<file path="src/common/cache_settings.svh">
`ifndef CACHE_SETTINGS_SVH
`define CACHE_SETTINGS_SVH

// wait cycles of main memory before a word comes back
`define MEM_WAIT 2

// words per cache block, power of two
`define BLOCK_WORDS 4

// number of cache lines, power of two
`define CACHE_LINES 16

// size of main memory in 32-bit words
`define MEM_WORDS 1024

// all widths of index, offset and tag derive from these
// via $clog2 inside the modules that need them

`endif

</file>
<file path="src/cache/cacheArray.sv">
`include "cache_settings.svh"

module cacheArray (
  input  logic                            clk,
  input  logic                            rst,
  input  logic [31:0]                     addr,
  input  logic                            fillEn,
  input  logic [$clog2(`BLOCK_WORDS)-1:0] fillWord,
  input  logic [31:0]                     fillData,
  input  logic                            fillLast,
  input  logic                            updEn,
  input  logic [31:0]                     updData,
  output logic                            hit,
  output logic [31:0]                     rdWord
);

  localparam int offBits = $clog2(`BLOCK_WORDS);
  localparam int idxBits = $clog2(`CACHE_LINES);
  localparam int tagBits = 32 - 2 - offBits - idxBits;

  // address fields: tag | index | word offset | byte
  logic [offBits-1:0] offset;
  logic [idxBits-1:0] index;
  logic [tagBits-1:0] tag;

  // per-line storage
  logic [`CACHE_LINES-1:0] lineValid;
  logic [tagBits-1:0] tags [`CACHE_LINES];
  logic [31:0] data [`CACHE_LINES][`BLOCK_WORDS];

  assign offset = addr[offBits+1:2];
  assign index  = addr[offBits+idxBits+1:offBits+2];
  assign tag    = addr[31:offBits+idxBits+2];

  // lookup, purely combinational from the incoming address
  assign hit    = lineValid[index] && (tags[index] == tag);
  assign rdWord = data[index][offset];

  // valid bits, cleared by reset
  // a line turns valid with the last word of its fill
  always_ff @(posedge clk)
  begin
    if (rst)
      lineValid <= '0;
    else if (fillEn && fillLast)
      lineValid[index] <= 1'b1;
  end

  // tag and data arrays
  always_ff @(posedge clk)
  begin
    // fill writes one word of the block per memory access
    if (fillEn)
      data[index][fillWord] <= fillData;
    // tag goes in together with the final word
    if (fillEn && fillLast)
      tags[index] <= tag;
    // write hit keeps the cached copy in step with memory
    if (updEn)
      data[index][offset] <= updData;
  end

endmodule

</file>
<file path="config.mk">
export PLATFORM = sky130hd
export DESIGN_NAME = cacheArray
export DESIGN_NICKNAME = d
export VERILOG_FILES = /design/src/cache/cacheArray.sv
export VERILOG_INCLUDE_DIRS = /design/src /design/src/common
export SDC_FILE = /design/constraint.sdc
export NUM_CORES = 2
export LEC_CHECK = 0
export BUFFER_PORTS_ARGS = -buffer_cell sky130_fd_sc_hd__buf_2
export CORE_MARGIN = 2
export CORE_UTILIZATION = 35
export CTS_BUF_LIST = sky130_fd_sc_hd__clkbuf_16
export DETAILED_ROUTE_END_ITERATION = 8
export HOLD_SLACK_MARGIN = 0.06
export SLEW_MARGIN = 20
export SYNTH_ARGS = -nofsm -noshare
export SYNTH_HDL_FRONTEND = slang
export SYNTH_SLANG_ARGS = --single-unit
export TNS_END_PERCENT = 30
</file>
<file path="constraint.sdc">
create_clock -name clk -period 4.49 [get_ports clk]
set_input_delay 0.449 -clock clk [delete_from_list [all_inputs] [get_ports clk]]
set_output_delay 0.449 -clock clk [all_outputs]
set_load 0.1 [all_outputs]
</file>
==> reports/metrics.csv <==
metric;value;unit
htree depth;4;
Max rail drop VDD;0.398;mV
Synth Register Bits;2448;
Vias;45000;
RSZ-0062 raised after global routing;false;
CTS tree;built;
Crit. End Element;output port;
Ys Warns;0;
share of layout cells above drive strength 1;36.7;%
Clock Tree Buf Depth;4;
num rows;191;
Critical Path RT;4.04;ns
r2r startpoint;lineValid[15];
Area Overhead vs Synth;15.9;%
Placeable Area;0.270;mm2
Worst Hold End;data[12][76];
nets;4367;
max-cap check violation count;0;
critical path startpoint category;register;
TritonRoute pass-1 iters;5;
outcome;finished clean;
antenna viol nets, final;0;
Async S/R FF share, synth;0;%
Worst Tran Pin Value;1.12;ns
max-slew violation count;0;
CTS sink count;2448;
routed vias/inst;5.60;
Post-Place Worst Slack;0.309;ns
Synth Cell Area;0.0948;mm2
worst rel slew slack;24.9;%
Netlist cell types;49;
largest area contributor in the netlist;edfxtp_1;
crit path kind;register to output port;
total gr overflow;0;
Main synth FF type;edfxtp_1;
Detail Placement HPWL;140000;um
total CTS buffers;236;
f_max;233;MHz
placed instance area;0.102;mm2
post-route cell area;0.110;mm2
Fillers;23300;
reg2reg setup slack;3.88;ns
Clock Tree Root;clkbuf_16;
Clock Latency Late Sink;0.87;ns
skew final;0;ns
Initial Utilization;35.1;%
pwr dens;438;mW/mm2
vias in the first global route;45300;
Worst Hold Class;input port to register;
initial drt markers;5183;
hold path cells;2;
synthesized area per cell;24.5;um2
area of the die;0.275;mm2
sequential area share after synthesis;77.3;%
R2R depth;2;
hold path start;fillData[12];
TNS Setup;0;ns
I/O Buffers;133;
Post-Route WL;255000;um
CP Max Fanout;2;
P_leak;33.9;nW
DR DRC count;0;
Ports;136;
Final Hold Fails;0;
number of synthesized flops with an enable pin;2432;
Mapped Nets;3976;
Critical-path top delay cell;mux4_2;
CP peak stage delay;0.49;ns
first-pass GRT wire length;355000;um
CP Cell Sequence;mux4_2 -> mux2i_1 -> nor2_1 -> a2111o_1 -> a2111oi_4 -> nand4_1 -> nor4_4 -> buf_12;
CTS clk-pin slew, worst paths;0.07;ns
GPL Wtd Cong;0.763;
top cell type's share of synthesized area;77.0;%
setup ws final;0.205;ns
Final setup viols;0;
Worst EP arrival;3.84;ns
Min Clock Period, post-route;4.29;ns
Area contributors post-synth;edfxtp_1, mux4_2, mux2_2, nor2_1, clkbuf_1;
die height;525;um
Mapped Cells;3873;
Die Wd;525;um
initial antenna violation count;39;
worst r2r dst;lineValid[15];
wire length per cell;31.8;um
Tcrit/Tclk final;95.4;%
largest net degree at the start of global routing;126;
GRT Util Overall;18.3;%
==> sequential cells by signal, indices dropped and copies added, names as in the netlist <==
signal and count:
data 2048, tags 384, lineValid 16
==> cells in the mapped netlist (2+ instances only) <==
cell type / n
a211o_1: 2
o221ai_1: 2
o2111ai_1: 3
mux2_2: 131
a22oi_1: 5
and2_1: 3
nor3b_1: 2
a211oi_1: 5
o21ai_0: 5
mux4_2: 768
clkbuf_1: 109
buf_2: 33
xor2_1: 8
nor2_1: 125
mux2i_1: 38
o211ai_1: 3
nand4_1: 2
a21oi_1: 8
a31oi_1: 4
nor2b_1: 6
nand3b_1: 3
buf_6: 2
nand2b_1: 2
xnor2_1: 17
nand3_1: 9
inv_1: 11
a221oi_1: 2
nand2_1: 23
nor3_1: 8
a22o_1: 3
o22ai_1: 6
buf_4: 7
dfxtp_1: 16
buf_1: 56
edfxtp_1: 2432
==> placed cells by master, fill, tap and decap left out, types with 5 or more instances in the layout <==
cell type,instances
a211oi_1,5
a21oi_1,8
a22oi_1,5
buf_12,69
buf_2,125
buf_4,129
bufinv_16,24
clkbuf_16,237
clkinv_1,62
clkinv_2,36
dfxtp_1,16
diode_2,14
dlygate4sd3_1,31
edfxtp_1,2432
inv_1,56
mux2_2,131
mux2i_1,38
mux4_2,768
nand2_1,22
nand3_1,8
nor2_1,44
nor2_4,81
nor2b_1,6
nor3_1,8
o21ai_0,5
o22ai_1,6
xnor2_1,17
xor2_1,8
==> layout make-up <==
| class | instances | area [um2] | share of cell area [%] |
|---|---|---|---|
| antenna | 14 | 35.0 | 0.0319 |
| clock buffer | 237 | 5930 | 5.39 |
| clock inverter | 178 | 1450 | 1.31 |
| inverter | 13 | 56.3 | 0.0512 |
| multi-input combinational | 1205 | 21200 | 19.3 |
| sequential | 2448 | 73400 | 66.7 |
| tap | 3570 | 4470 | 4.06 |
| timing repair buffer | 360 | 3410 | 3.10 |
==> routing by layer <==
| metal | share of wire, % | vias up | wire length (um) | global-route usage, % |
|---|---|---|---|---|
| met2 | 48 | 2068 | 122000 | 29.2 |
| met5 | 0.045 | - | 114 | 0 |
| met3 | 8.7 | 379 | 22200 | 3.63 |
| li1 | - | 17600 | - | - |
| met1 | 41 | 24900 | 104000 | 25.7 |
| met4 | 2.6 | 18 | 6670 | 4.76 |
==> cell families after synthesis <==
kind of cell,count (synthesis),synth area share [%]
compound gates,58,0.455
xor+xnor,25,0.231
buf+inv,220,0.958
flops,2448,77.3
mux,937,20.2
simple gates,185,0.821
==> critical path: cells and delay by family, from the launching register on <==
family,cells,cell delay [ns]
buf+inv,1,0.23
simple gates,3,0.72
mux,2,0.74
compound gates,2,0.89
flops,1,0.37
==> through the flow <==
stage,utilization (%),instances,power (mW),hold slack [ns]
2_1_floorplan,-,3873,28.1,0.435
5_1_grt,40.7,8023,49.4,0.111
3_5_place_dp,37.8,7563,29.3,0.460
4_1_cts,40.7,8009,48.4,0.0668
3_3_place_gp,37.8,7562,29.2,0.456
6_report,40.7,8025,48.1,0.126
==> how the worst max path moves through the flow <==
stage / startpoint / slack, ns / endpoint / cells after the start
floorplan: addr[5] / 0.41 / hit / 10
global placement: addr[4] / 0.31 / rdWord[31] / 7
detailed placement: addr[4] / 0.31 / rdWord[31] / 7
CTS: tags[9][9] / 0.04 / hit / 8
global route: tags[9][13] / 0.04 / hit / 8
finish: tags[1][13] / 0.20 / hit / 8
==> report_power, final <==
| group | internal, mW | switching [mW] | leakage [nW] |
|---|---|---|---|
| sequential | 25.5 | 0.0582 | 22.0 |
| clock | 10.9 | 8.42 | 3.79 |
| combinational | 1.17 | 2.08 | 8.09 |
==> timing repair <==
action / CTS / global route
resized for setup: 0 / 1
hold buffers: 31 / 0
setup buffers: 0 / 0
endpoints found under the hold margin: 424 / 0
setup endpoints to repair: 0 / 1
Note: power is estimated with default switching activity, not from simulation.
