==> src/common/cache_settings.svh <==
`ifndef CACHE_SETTINGS_SVH
`define CACHE_SETTINGS_SVH

// wait cycles of main memory before a word comes back
`define MEM_WAIT 2

// words per cache block, power of two
`define BLOCK_WORDS 4

// number of cache lines, power of two
`define CACHE_LINES 16

// size of main memory in 32-bit words
`define MEM_WORDS 1024

// all widths of index, offset and tag derive from these
// via $clog2 inside the modules that need them

`endif

==> src/common/cachePkg.sv <==
package cachePkg;

  // processor request
  // addr is a byte address, low two bits ignored
  // re and we are never set together
  typedef struct packed {
    logic        re;
    logic        we;
    logic [31:0] addr;
    logic [31:0] wdata;
  } cpuReq;

  // request from the cache controller to main memory
  // same layout as the processor side
  // held stable until the memory answers with valid
  typedef struct packed {
    logic        re;
    logic        we;
    logic [31:0] addr;
    logic [31:0] wdata;
  } memReq;

  // main memory sequencing
  // idle -> requested on a strobe
  // requested while the wait counter runs
  // retrieved for exactly one cycle, valid high there
  typedef enum logic [1:0] {
    memIdle,
    memRequested,
    memRetrieved
  } memState;

  // cache controller sequencing
  // fill walks a whole block on a read miss
  // write does one write-through access
  typedef enum logic [1:0] {
    ctrlIdle,
    ctrlFill,
    ctrlWrite
  } ctrlState;

endpackage

==> src/cache/cacheController.sv <==
`include "cache_settings.svh"

module cacheController (
  input  logic                            clk,
  input  logic                            rst,
  input  cachePkg::cpuReq                 cpu,
  input  logic                            hit,
  input  logic                            memValid,
  input  logic [31:0]                     memData,
  output cachePkg::memReq                 mem,
  output logic                            fillEn,
  output logic                            fillLast,
  output logic                            updEn,
  output logic [$clog2(`BLOCK_WORDS)-1:0] fillWord,
  output logic                            stall
);
  import cachePkg::*;

  localparam int offBits = $clog2(`BLOCK_WORDS);
  localparam logic [offBits-1:0] lastWord = offBits'(`BLOCK_WORDS - 1);

  ctrlState state;
  ctrlState nextState;
  logic [offBits-1:0] wordCnt;
  logic lastFill;

  // final word of the block has come back
  assign lastFill = (state == ctrlFill) && memValid && (wordCnt == lastWord);

  // state register
  always_ff @(posedge clk)
  begin
    if (rst)
      state <= ctrlIdle;
    else
      state <= nextState;
  end

  // next state
  always_comb
  begin
    nextState = state;
    case (state)
      ctrlIdle:
        if (cpu.we)
          nextState = ctrlWrite;
        else if (cpu.re && !hit)
          nextState = ctrlFill;
      ctrlFill:
        if (lastFill)
          nextState = ctrlIdle;
      ctrlWrite:
        if (memValid)
          nextState = ctrlIdle;
      default:
        nextState = ctrlIdle;
    endcase
  end

  // word counter over the block
  // starts at zero for every fill, steps on each answer
  always_ff @(posedge clk)
  begin
    if (rst || state != ctrlFill)
      wordCnt <= '0;
    else if (memValid)
      wordCnt <= wordCnt + 1'b1;
  end

  // memory request, stable while the cpu request is held
  always_comb
  begin
    mem = '0;
    case (state)
      ctrlFill:
      begin
        // block base from the cpu address, offset from the counter
        mem.re   = 1'b1;
        mem.addr = {cpu.addr[31:offBits+2], wordCnt, 2'b00};
      end
      ctrlWrite:
      begin
        // write-through of the cpu word, no allocation
        mem.we    = 1'b1;
        mem.addr  = cpu.addr;
        mem.wdata = cpu.wdata;
      end
      default:
        mem = '0;
    endcase
  end

  // array writes
  assign fillEn   = (state == ctrlFill) && memValid;
  assign fillWord = wordCnt;
  assign fillLast = lastFill;
  // update the cached word only when the line is present
  assign updEn    = (state == ctrlWrite) && memValid && hit;

  // stall
  // idle: any write, or a read that misses
  // fill: always, the read completes once back in idle with a hit
  // write: until the memory answer
  always_comb
  begin
    case (state)
      ctrlIdle:  stall = cpu.we || (cpu.re && !hit);
      ctrlFill:  stall = 1'b1;
      ctrlWrite: stall = !memValid;
      default:   stall = 1'b0;
    endcase
  end

endmodule

==> config.mk <==
export PLATFORM = sky130hd
export DESIGN_NAME = cacheController
export DESIGN_NICKNAME = d
export VERILOG_FILES = /design/src/common/cachePkg.sv /design/src/cache/cacheController.sv
export VERILOG_INCLUDE_DIRS = /design/src /design/src/common
export SDC_FILE = /design/constraint.sdc
export NUM_CORES = 1
export LEC_CHECK = 0
export ABC_AREA = 1
export BUFFER_PORTS_ARGS = -buffer_cell sky130_fd_sc_hd__buf_2
export CAP_MARGIN = 20
export CORE_AREA = 2 2 67 69
export CTS_BUF_LIST = sky130_fd_sc_hd__clkbuf_2
export DETAILED_ROUTE_END_ITERATION = 10
export DIE_AREA = 0 0 69 71
export PLACE_DENSITY = 0.72
export SLEW_MARGIN = 5
export SYNTH_ARGS = -nofsm -noshare
export SYNTH_HDL_FRONTEND = slang
export SYNTH_SLANG_ARGS = --single-unit
export TNS_END_PERCENT = 100
==> constraint.sdc <==
create_clock -name clk -period 1.4 [get_ports clk]
set_input_delay 0.21 -clock clk [delete_from_list [all_inputs] [get_ports clk]]
set_output_delay 0.21 -clock clk [all_outputs]
set_load 0.03 [all_outputs]
==> results by group, run 1 <==
Status
  • Outcome: finished, violations left
  • Failing checks: negative setup slack

Run
  • MaxCap Viol Count: 0

Synthesis
  • Yosys Warn Count: 0
  • Post-Syn Instances: 183
  • Syn Nets: 290
  • Mean cell area of the mapped netlist: 4.71 um^2
  • Register bit total from synthesis: 4
  • Mapped cell area: between 800 and 900 um^2
  • Yosys cell types: 15
  • Post-synthesis sequential area ratio: under 10%

Die
  • Core Region: 4200 um^2
  • Die boundary width: a little under 70 um
  • Die Height: approximately 71 um
  • Full die area: between 4000 and 5000 um^2
  • IO Pins: about 170
  • # rows: 24
  • Starting Density: approximately a fifth

CTS
  • Skew-Pair Late Insertion Delay: approximately 0.20 ns
  • CTS tree: built
  • Clock buffer depth: 2
  • H-tree level count: 1
  • Reg clk slew, reported paths: 0.04 ns
  • Total CTS buffers: 3
  • CTS sink count: 4
  • Root buf cell: clkbuf_2
  • Number of buffers inserted by hold repair at cts: 0

Setup path
  • Max FO, Critical Path: 14
  • Slowest cell on crit path: dfxtp_4
  • Critical Path AT: between 1 and 1.5 ns
  • Crit path capture: mem[39]
  • Critical path's top delay family: buffers and inverters
  • Reg2reg start: state[0]$_SDFFE_PP0P_
  • Crit path cell chain: inv_4, ha_4, o21ai_4, buf_12, nor2_1, buf_4
  • Worst Path Required: approximately 1.2 ns
  • Worst setup path start: state[1]$_SDFFE_PP0P_
  • Critical path buffers and inverters: 3
  • Kind of critical path: reg -> out
  • Reg2reg path depth: 10
  • Reg2reg setup slack: around 0.080 ns
  • Reg2Reg Capture Point: state[1]$_SDFFE_PP0P_
  • Critical path's largest stage delay: about 0.37 ns
  • Worst setup EP type: output pin
  • CP startpoint kind: flip-flop
  • Critical path depth: 6

Global route
  • Largest net degree at the start of global routing: 29
  • Antenna violations before repair: 0
  • Vias in the first global route: about 1500
  • Wire length of the first global-routing pass: 6780 um
  • Total gr overflow: 0
  • Overall Global Routing Usage: between 10% and 20%

STA
  • Final hold vios: 0
  • Slack of the critical path: -0.239 ns
  • Clock skew: about 0.0032 ns
  • Fmax: between 600 and 700 MHz
  • Final period utilization: 117%
  • Unrepaired setup endpoints after global routing: yes
  • Slew margin rel.: a little under nine tenths
  • Pins over their slew limit: 0
  • Tmin final: 1.64 ns
  • Worst-margin pin slew: 0.222 ns
  • # setup viols final: 68

Route
  • Post-Route WL: about 5000 um
  • Final ANT Viol Nets: 0
  • Via density: a little over 4
  • Via count: between 1500 and 2000
  • Drt wl/cell: between 10 and 15 um
  • First-pass detailed-route iteration total: 4
  • Post-route DRC: 0
  • DRT iter0 DRCs: 36

Pwr
  • Leakage Power: approximately 1.7 nW
  • Pwr dens: around 470 nW/um^2
  • Worst VDD drop: ~0.00044 V

Finish
  • Area Overhead vs Synth: 210%
  • Layout cell share with drive strength beyond 1: between 70% and 80%
  • Final non-filler cell total: slightly below 400
  • # fillers: 329
  • ANT cells: 0
  • Total Nets Final: ~450
  • Fin area: around 2700 um^2

Placed design
  • DP Area: approximately 1800 um^2
  • Port Buf Inserts: approximately 140
  • Dpl hpwl: 2910 um
  • Routability Congestion: between 0.7 and 0.8
  • Dpl cells: ~380

Hold path
  • Worst hold-check path type: in -> reg
==> logic make-up after synthesis <==
family / count (synthesis) / share of synthesized area (%)
buffers and inverters: 79 / 37.9
AOI/OAI and AO/OA: 7 / 5.66
adders and majority gates: 5 / 7.26
and+or+nand+nor: 88 / 39.9
DFF: 4 / 9.29
==> power breakdown <==
part	total [mW]	internal (mW)	switching [mW]
Clock	0.102	0.0575	0.0444
Combinational	1.04	0.481	0.555
Sequential	0.126	0.118	0.00792
Total	1.26	0.657	0.607
==> area by class of cell <==
class	instances	area, um^2	share of cell area [%]
Multi-Input combinational cell	100	791	29.6
Tap cell	52	65.1	2.43
Timing Repair Buffer	164	1440	53.7
Clock buffer	3	15.0	0.561
Inverter	73	279	10.4
Sequential cell	4	87.6	3.27
==> synthesized netlist by cell type <==
cell,number,area (um^2)
inv_1,71,267
nand2_2,3,18.8
dfxtp_1,4,80.1
buf_4,4,30.0
nand3_1,2,10.0
a21oi_1,5,25.0
buf_6,2,22.5
ha_1,5,62.6
o21ai_4,1,16.3
inv_2,2,7.51
nor4_1,1,6.26
nor3_1,1,5.00
a211oi_1,1,7.51
nand2_1,48,180
nor2_1,33,124
==> worst reg2reg max path: stages (launching register included) <==
cell     delay, ns
dfxtp_4       0.35
inv_4         0.07
ha_4          0.19
buf_12        0.13
nand2_4       0.05
nand2_4       0.07
buf_6         0.09
nand2_4       0.05
nand2_4       0.07
nand2_2       0.05
a21oi_2       0.12
==> per-stage QoR <==
step                setup TNS, ns  power (mW)  util, %  setup WS, ns  hold WS [ns]
floorplan                  -0.694       0.568        -       -0.0299         0.272
global placement           -0.715       0.788     42.7       -0.0426         0.431
detailed placement          -1.05       0.796     42.7       -0.0549         0.431
CTS                        -13.29        1.15     57.4        -0.277         0.199
global route               -17.79        1.34     63.6        -0.329         0.209
finish                     -12.35        1.26     63.6        -0.239         0.218
==> per-layer routing <==
metal	GRT usage, %	wire (um)	vias to the layer above
met4	4.79	34	0
met2	32.6	2850	72
met3	3.70	277	4
met5	0	0	-
met1	17.5	1810	725
li1	-	-	810
==> flip-flops by register name, indices dropped and copies added (netlist names) <==
register	cells
fillWord	2
state	2
==> what timing repair did <==
item                                    CTS  global route
pin swaps                                11             7
hold endpoints to repair                  0             0
setup buffers                             5             7
cloned                                    3             2
resized for setup                       153            56
endpoints found under the setup margin   69            72
==> how the worst min path moves through the flow <==
stage | startpoint | endpoint | slack, ns | cells past startpoint
floorplan | rst | state[0]$_SDFFE_PP0P_ | 0.27 | 1
global placement | rst | state[0]$_SDFFE_PP0P_ | 0.43 | 2
detailed placement | rst | state[0]$_SDFFE_PP0P_ | 0.43 | 2
CTS | rst | state[0]$_SDFFE_PP0P_ | 0.20 | 2
global route | rst | state[1]$_SDFFE_PP0P_ | 0.21 | 2
finish | rst | state[1]$_SDFFE_PP0P_ | 0.22 | 2
==> cell usage in the layout, fill, tap and decap left out <==
master,instances
clkbuf_16,1
nor3_1,1
buf_12,6
dfxtp_4,2
nand3_1,1
nor4_1,1
bufbuf_16,1
inv_2,34
ha_4,3
buf_4,16
clkbuf_2,3
inv_4,2
nand2_4,18
ha_1,2
dfxtp_1,2
nand3_2,1
nand2_1,23
buf_8,2
o21ai_4,1
nand2_2,10
a21oi_4,2
nor2_2,14
buf_6,67
a21oi_2,2
a211oi_1,1
a21oi_1,1
inv_1,37
nor2_4,10
buf_2,71
nor2_1,9
(Power assumes the default switching activity.)
==> run 2: changes to the inputs <==
--- a/config.mk
+++ b/config.mk
@@ -9,11 +9,12 @@
 export ABC_AREA = 1
 export BUFFER_PORTS_ARGS = -buffer_cell sky130_fd_sc_hd__buf_2
 export CAP_MARGIN = 20
-export CORE_AREA = 2 2 67 69
+export CELL_PAD_IN_SITES_DETAIL_PLACEMENT = 1
+export CELL_PAD_IN_SITES_GLOBAL_PLACEMENT = 2
+export CORE_UTILIZATION = 10
 export CTS_BUF_LIST = sky130_fd_sc_hd__clkbuf_2
 export DETAILED_ROUTE_END_ITERATION = 10
-export DIE_AREA = 0 0 69 71
-export PLACE_DENSITY = 0.72
+export PLACE_DENSITY_LB_ADDON = 0.1
 export SLEW_MARGIN = 5
 export SYNTH_ARGS = -nofsm -noshare
 export SYNTH_HDL_FRONTEND = slang
==> run 2 against run 1 <==
The flow still finishes with violations (negative setup slack). Final cell count up 13%. Fmax decreased by 1.2%. Final area rose by 8.5%. Clock power about the same. Sequential power is essentially flat. Via count down 2.4%. Global-route usage shrank 7.4 points. Clock skew shrank 0.0025 ns. Non-clock buffer count shrank 2. Power increased by 5.2%. Combinational power is 6% higher.
==> results by group, run 2 (same netlist as run 1, synthesis figures left out) <==
CTS
  • Skew-Pair Late Insertion Delay: approximately 0.2 ns
  • Total CTS buffers: 3
  • H-tree level count: 1
  • Reg clk slew, reported paths: roughly 0.04 ns
  • CTS tree: built
  • CTS sink count: 4
  • Root buf cell: clkbuf_2
  • Clock buffer depth: 2

Global route
  • Total gr overflow: 0
  • Antenna violations before repair: 0
  • Largest net degree at the start of global routing: 25
  • Wire length of the first global-routing pass: 6410 um
  • Vias in the first global route: about 1300
  • Overall Global Routing Usage: a little under a tenth

Route
  • Via density: ~3.5
  • Via count: between 1500 and 2000
  • DRT iter0 DRCs: 9
  • Final ANT Viol Nets: 0
  • First-pass detailed-route iteration total: 4
  • Post-route DRC: 0
  • Drt wl/cell: ~11 um
  • Post-Route WL: a little over 5000 um

Run
  • MaxCap Viol Count: 0

STA
  • Fmax: around 600 MHz
  • Clock skew: ~0.0007 ns
  • Unrepaired setup endpoints after global routing: yes
  • Slew margin rel.: a little over four fifths
  • Slack of the critical path: -0.259 ns
  • Final hold vios: 0
  • Pins over their slew limit: 0
  • Setup TNS: -13.13 ns
  • Final period utilization: 118%
  • Worst-margin pin slew: approximately 0.23 ns
  • Tmin final: 1.66 ns
  • Hold WS: ~0.22 ns
  • # setup viols final: 67

Placed design
  • Port Buf Inserts: 141
  • Routability Congestion: 0.650
  • DP Area: around 1900 um^2
  • Dpl hpwl: 3680 um

Finish
  • Commonest non-fill, non-tap cell in the layout: buf_2
  • ANT cells: 0
  • Area Overhead vs Synth: 237%
  • Finished Core Util: 35.0%
  • Layout cell share with drive strength beyond 1: around 84%
  • Most frequent cells in the layout: buf_2, buf_6, inv_2
  • # fillers: slightly above 1000
  • Fin area: slightly below 3000 um^2
  • Total Nets Final: about 450

Pwr
  • Switching Fraction: 48.7%
  • Comb pwr share: around 83%
  • Worst VDD drop: between 0.0004 and 0.0005 V
  • Net Sw Power: roughly 650 uW
  • Pwr Total: 1.33 mW
  • Pwr dens: ~460 nW/um^2
  • Sequential Power Share: under 10%
  • Clock share of power: 7.8%
  • Leakage Power: roughly 1.8 nW
  • Int Pwr: approximately 700 uW

Hold path
  • Worst hold-check path type: in -> reg

Setup path
  • Reg2reg setup slack: ~0.05 ns
  • Kind of critical path: reg -> out
  • Reg2reg path depth: 10
  • CP startpoint kind: flip-flop
  • Worst setup path start: state[0]$_SDFFE_PP0P_
  • Max FO, Critical Path: 6
  • Reg2reg start: state[0]$_SDFFE_PP0P_
  • Worst setup EP type: output pin
  • Worst Path Required: 1.19 ns
  • Crit path capture: mem[21]
  • Reg2Reg Capture Point: state[0]$_SDFFE_PP0P_
  • Critical Path AT: roughly 1.5 ns

Die
  • Die boundary width: ~95 um
  • IO Pins: 174
  • Starting Density: about a tenth
  • Full die area: roughly 9000 um^2
  • Die Height: between 90 and 100 um
  • Core Region: 8300 um^2
  • # rows: 33

Status
  • Failing checks: negative setup slack
  • Outcome: finished, violations left
-- run 2: worst max-delay path: stages, from the launching register on --
cell	delay [ns]
dfxtp_4	0.38
inv_4	0.05
ha_4	0.18
buf_12	0.14
buf_12	0.13
buf_12	0.14
nand2_4	0.06
inv_2	0.03
buf_6	0.12
-- run 2: how the worst min path moves through the flow --
stage	depth (start not counted)	to	from	slack (ns)
2_1_floorplan	1	state[0]$_SDFFE_PP0P_	rst	0.27
3_3_place_gp	2	state[0]$_SDFFE_PP0P_	rst	0.43
3_5_place_dp	2	state[0]$_SDFFE_PP0P_	rst	0.44
4_1_cts	2	state[0]$_SDFFE_PP0P_	rst	0.21
5_1_grt	2	state[1]$_SDFFE_PP0P_	rst	0.20
6_report	2	state[1]$_SDFFE_PP0P_	rst	0.22
-- run 2: timing repair --
item,CTS,global route
hold endpoints to repair,0,0
hold buffers,0,0
pin swaps,13,27
resized for setup,159,90
gates cloned,1,3
setup endpoints to repair,68,70
buffers inserted,7,3
-- run 2: layer usage --
layer	GRT usage [%]	up-vias	share of wire, %
met5	0	-	0
met1	9.49	701	36
met3	2.42	0	6.7
li1	-	806	-
met4	0.379	0	0
met2	18.7	65	57
-- run 2: through the flow --
step,std cells,setup WS (ns)
2_1_floorplan,183,-0.0299
3_3_place_gp,433,-0.0758
3_5_place_dp,433,-0.0810
4_1_cts,444,-0.278
5_1_grt,447,-0.354
6_report,447,-0.259
-- run 2: power groups by stage --
stage	Clock, mW	Sequential, mW	Combinational, mW
after detailed placement	0	0.129	0.689
after CTS	0.111	0.127	0.923
after global routing	0.129	0.127	1.17
after global placement	0	0.129	0.691
after floorplan	0	0.129	0.438
final	0.104	0.127	1.10
-- run 2: final cells by class --
type | count | area (um^2) | area share, %
Clock buffer | 3 | 15.0 | 0.517
Inverter | 73 | 284 | 9.78
Multi-Input combinational cell | 100 | 942 | 32.5
Sequential cell | 4 | 88.8 | 3.06
Tap cell | 105 | 131 | 4.53
Timing Repair Buffer | 162 | 1440 | 49.7
